## config.mk

```make
export PLATFORM = sky130hd
export DESIGN_NAME = pkt_mux
export DESIGN_NICKNAME = d
export VERILOG_FILES = /design/src/hdl/bypass_pkg.sv /design/src/hdl/pkt_mux.sv
export SDC_FILE = /design/constraint.sdc
export NUM_CORES = 1
export LEC_CHECK = 0
export BUFFER_PORTS_ARGS = -buffer_cell sky130_fd_sc_hd__buf_2
export CAP_MARGIN = 30
export CORE_AREA = 8 8 92 94
export DETAILED_ROUTE_END_ITERATION = 6
export DIE_AREA = 0 0 100 102
export SKIP_CTS_REPAIR_TIMING = 1
export SYNTH_ARGS = -nofsm -noshare
export SYNTH_HDL_FRONTEND = slang
export SYNTH_SLANG_ARGS = --single-unit
```

## constraint.sdc

```tcl
create_clock -name core_clk -period 2 [get_ports core_clk]
set_input_delay 0.1 -clock core_clk [delete_from_list [all_inputs] [get_ports core_clk]]
set_output_delay 0.1 -clock core_clk [all_outputs]
set_load 0.05 [all_outputs]
```

## src/hdl/bypass_pkg.sv

```systemverilog
package bypass_pkg;

    // ------------------------------------------------------------------------
    // stream sizing
    // ------------------------------------------------------------------------

    // bytes per beat, sets the tkeep width.
    localparam int DATA_BYTES = 8;
    localparam int DATA_WIDTH = DATA_BYTES * 8;

    // ------------------------------------------------------------------------
    // port codes
    // ------------------------------------------------------------------------

    // used for both the source (tid) and the destination (tdest) of a packet.
    // DROP only has meaning as a destination.
    typedef enum logic [1:0] {
        PORT0 = 2'd0,
        PORT1 = 2'd1,
        DROP  = 2'd3
    } port_t;

    // ------------------------------------------------------------------------
    // stream beat
    // ------------------------------------------------------------------------

    // one beat of a packet stream. valid and ready travel beside it.
    typedef struct packed {
        logic [DATA_WIDTH-1:0] tdata;
        logic [DATA_BYTES-1:0] tkeep;
        logic                  tlast;
        port_t                 tid;
        port_t                 tdest;
        logic [3:0]            tuser;
    } axis_beat_t;

    // ------------------------------------------------------------------------
    // configuration
    // ------------------------------------------------------------------------

    // static switch settings, normally written by software.
    typedef struct packed {
        // drop packets that would return to the port they came from.
        logic drop_pkt_loop;
        // 0 keeps each lane on its own port, 1 crosses the lanes.
        logic swap_paths;
    } bypass_cfg_t;

    // ------------------------------------------------------------------------
    // arbiter state
    // ------------------------------------------------------------------------

    // packet-level grant held by the output mux.
    typedef enum logic [1:0] {
        IDLE   = 2'd0,
        GRANT0 = 2'd1,
        GRANT1 = 2'd2
    } arb_state_t;

endpackage
```

## src/hdl/pkt_mux.sv

```systemverilog
module pkt_mux
    import bypass_pkg::*;
(
    input  logic       core_clk,
    input  logic       core_rstn,

    input  logic       s_valid [2],
    output logic       s_ready [2],
    input  axis_beat_t s_beat [2],

    output logic       m_valid,
    input  logic       m_ready,
    output axis_beat_t m_beat
);

    arb_state_t state;
    arb_state_t state_next;
    // index of the input whose packet finished last.
    logic       last_q;
    logic       m_xfer;
    logic       eop;

    assign m_xfer = m_valid && m_ready;
    assign eop    = m_xfer && m_beat.tlast;

    // ------------------------------------------------------------------------
    // grant FSM
    // ------------------------------------------------------------------------
    always_comb begin
        state_next = state;
        case (state)
            IDLE: begin
                if (s_valid[0] && s_valid[1]) begin
                    state_next = last_q ? GRANT0 : GRANT1;
                end else if (s_valid[0]) begin
                    state_next = GRANT0;
                end else if (s_valid[1]) begin
                    state_next = GRANT1;
                end
            end
            // on tlast hand over straight away if the other side waits.
            GRANT0: begin
                if (eop) begin
                    state_next = s_valid[1] ? GRANT1 : IDLE;
                end
            end
            GRANT1: begin
                if (eop) begin
                    state_next = s_valid[0] ? GRANT0 : IDLE;
                end
            end
            default: state_next = IDLE;
        endcase
    end

    always_ff @(posedge core_clk) begin
        if (!core_rstn) begin
            state  <= IDLE;
            last_q <= 1'b1;
        end else begin
            state <= state_next;
            if (eop) begin
                last_q <= (state == GRANT1);
            end
        end
    end

    // ------------------------------------------------------------------------
    // datapath
    // ------------------------------------------------------------------------
    assign m_valid = ((state == GRANT0) && s_valid[0]) ||
                     ((state == GRANT1) && s_valid[1]);
    assign m_beat  = (state == GRANT1) ? s_beat[1] : s_beat[0];

    assign s_ready[0] = (state == GRANT0) && m_ready;
    assign s_ready[1] = (state == GRANT1) && m_ready;

    // a stalled output beat must wait, unchanged, for the consumer.
    assert property (@(posedge core_clk) disable iff (!core_rstn)
        m_valid && !m_ready |=> m_valid && $stable(m_beat));

endmodule

```

==> impl_metrics.json <==
{
  "ys_ff_latch": 3,
  "fin_crit_sh_pct": 87.3,
  "final_core_util_pct": 37.4,
  "critPathLaunchType": "flip-flop",
  "critPathKind": "reg2out",
  "io_buffers": 250,
  "wire_per_inst_microns": 12.5,
  "critPathArrivalTime_ns": 1.65,
  "clk_latency_ns": 0.21,
  "outcome": "finished clean",
  "power_w": 0.00164,
  "end_kind": "output port",
  "cap_violations": 0,
  "hold_viol": 0,
  "fmaxAchievable_mhz": 573,
  "groute.usage.overall_pct": 13.5,
  "relSlewSlack_pct": 70.3,
  "yosys-top-cells-area": "nand2_1 74%, buf_2 7.0%, dfxtp_1 4.9%",
  "vias_per_cell": 4.02,
  "area_growth_pct": 116,
  "leakage_nw": 1.83,
  "synth.largest_area_cell": "nand2_1",
  "globalRouteOverflowTotal": 0,
  "tightestPinTransition_ns": 0.441,
  "ant_nets": 0,
  "grt_pass1_vias": 2436,
  "fin_cells": 625,
  "setup_viol": 0,
  "synth_warnings": 0,
  "cts_root_buf": "clkbuf_8",
  "hpwlAfterDp_microns": 6910,
  "hold_path.class": "in2reg",
  "fin_skew_ns": 0.000595,
  "ys_types": 21,
  "grt_antenna_before_repair": 0,
  "vias": 2515,
  "slew_viol_final": 0,
  "period_needed_ns": 1.75,
  "clock_path_buffers": 2,
  "synth_fp_nets": 451,
  "grt_pass1_wl_microns": 11200,
  "io_pins": 251,
  "post-place-cells": 621,
  "wirelength_microns": 7800,
  "fin_area_sq_mm": 0.00264,
  "dpl-instance-area_sq_mm": 0.00259,
  "path_clk_slew_ns": 0.03,
  "final_cell_mix": "248 x buf_2, 240 x nand2_1, 6 x buf_4",
  "peakVddDrop_v": 0.000195,
  "critical_path_required_ns": 1.90,
  "register_area_sq_um": 60.1,
  "rows": 31,
  "die-area_sq_mm": 0.0102,
  "netlist_area_sq_mm": 0.00122,
  "fillers": 814,
  "clock_sinks": 3,
  "rsz0062_at_grt": "false",
  "cts_tree": "done",
  "drive_above_1_share_pct": 50.2,
  "cp_max_fo": 31,
  "final_net_count": 694,
  "multi_input_area_sq_mm": 0.00107,
  "setup_tns_ns": 0,
  "yosysTopAreaCellShare_pct": 73.6,
  "die_w_microns": 100,
  "antenna_cells": 0,
  "grt_max_degree": 34,
  "cts_made_buffers": 3,
  "start_util_pct": 17.3,
  "avgSynthCellArea_sq_um": 4.31,
  "drc_errors": 0,
  "place_congestion": 0.818,
  "power_density_mw_per_mm2": 620,
  "h-tree-depth": 1,
  "synth_cells": 284,
  "mostFrequentLayoutCell": "buf_2",
  "core-area_sq_mm": 0.00706,
  "dieHeight_microns": 102,
  "drtIter0Drc": 57,
  "ys_seq_area_share_pct": 4.91,
  "drt_first_pass_iters": 4
}
[kinds of logic (layout without fill, tap and decap cells)]
logic type,after synthesis,after routing,share of synthesized area [%]
buf+inv,22,264,8.49
compound gates,9,9,6.75
mux,1,1,1.23
flops,3,3,4.91
simple gates,249,249,78.6
[report_power, final]
| group | switching [W] | leakage (nW) | internal [W] | total [W] |
|---|---|---|---|---|
| sequential | 0.00000866 | 0.0247 | 0.0000656 | 0.0000743 |
| clock | 0.0000385 | 0.0228 | 0.000136 | 0.000174 |
| combinational | 0.00101 | 1.78 | 0.000373 | 0.00139 |
| total | 0.00106 | 1.83 | 0.000574 | 0.00164 |
[per-layer routing]
| layer | global-route usage, % | up-vias | share of wire (%) |
|---|---|---|---|
| met2 | 26.3 | 142 | 52 |
| met3 | 5.99 | 2 | 12 |
| li1 | - | 1344 | - |
| met4 | 3.14 | 0 | 0.41 |
| met1 | 12.5 | 1027 | 35 |
| met5 | 0 | - | 0 |
[registers in the layout, indices dropped and copies added (netlist names)]
name	count
state	2
last_q	1
[synthesized netlist by cell type]
cell / number
a21oi_1: 1
a221oi_2: 1
a22o_2: 1
a311o_1: 1
a31o_1: 2
and2_1: 2
buf_2: 17
clkbuf_1: 1
dfxtp_1: 3
inv_1: 4
mux2_4: 1
nand2_1: 240
nand2b_2: 1
nand3_1: 1
nand4_1: 1
nand4b_1: 1
nor2b_1: 2
o2111ai_1: 1
o211ai_1: 1
o311ai_0: 1
or4_1: 1
[worst max-delay path: stages, from the launching register on]
cell and delay, ns:
dfxtp_1 0.45, nor2b_4 0.23, buf_4 0.32, nand2_1 0.10
nand2_1 0.07, buf_2 0.26
[stage by stage]
step                hold slack [ns]  setup WS (ns)
CTS                           0.112          0.245
floorplan                     0.181          0.570
finish                        0.117          0.254
global route                  0.123          0.110
detailed placement            0.336          0.485
global placement              0.324          0.506
[cell type report]
cell class	count	area share (%)
Sequential cell	3	2.28
Tap cell	99	4.70
Timing Repair Buffer	256	50.3
Clock buffer	4	1.71
Multi-Input combinational cell	259	40.5
Inverter	4	0.569
[worst paths after layout]
check	from	to	slack, ns	cells past startpoint
worst max register to register	state[0]	state[0]	0.54	4
worst min-delay path	core_rstn	last_q	0.12	2
worst min register to register	last_q	last_q	0.60	2
worst max-delay path	state[1]	m_beat[51]	0.25	5
Note: power is estimated with default switching activity, not from simulation.
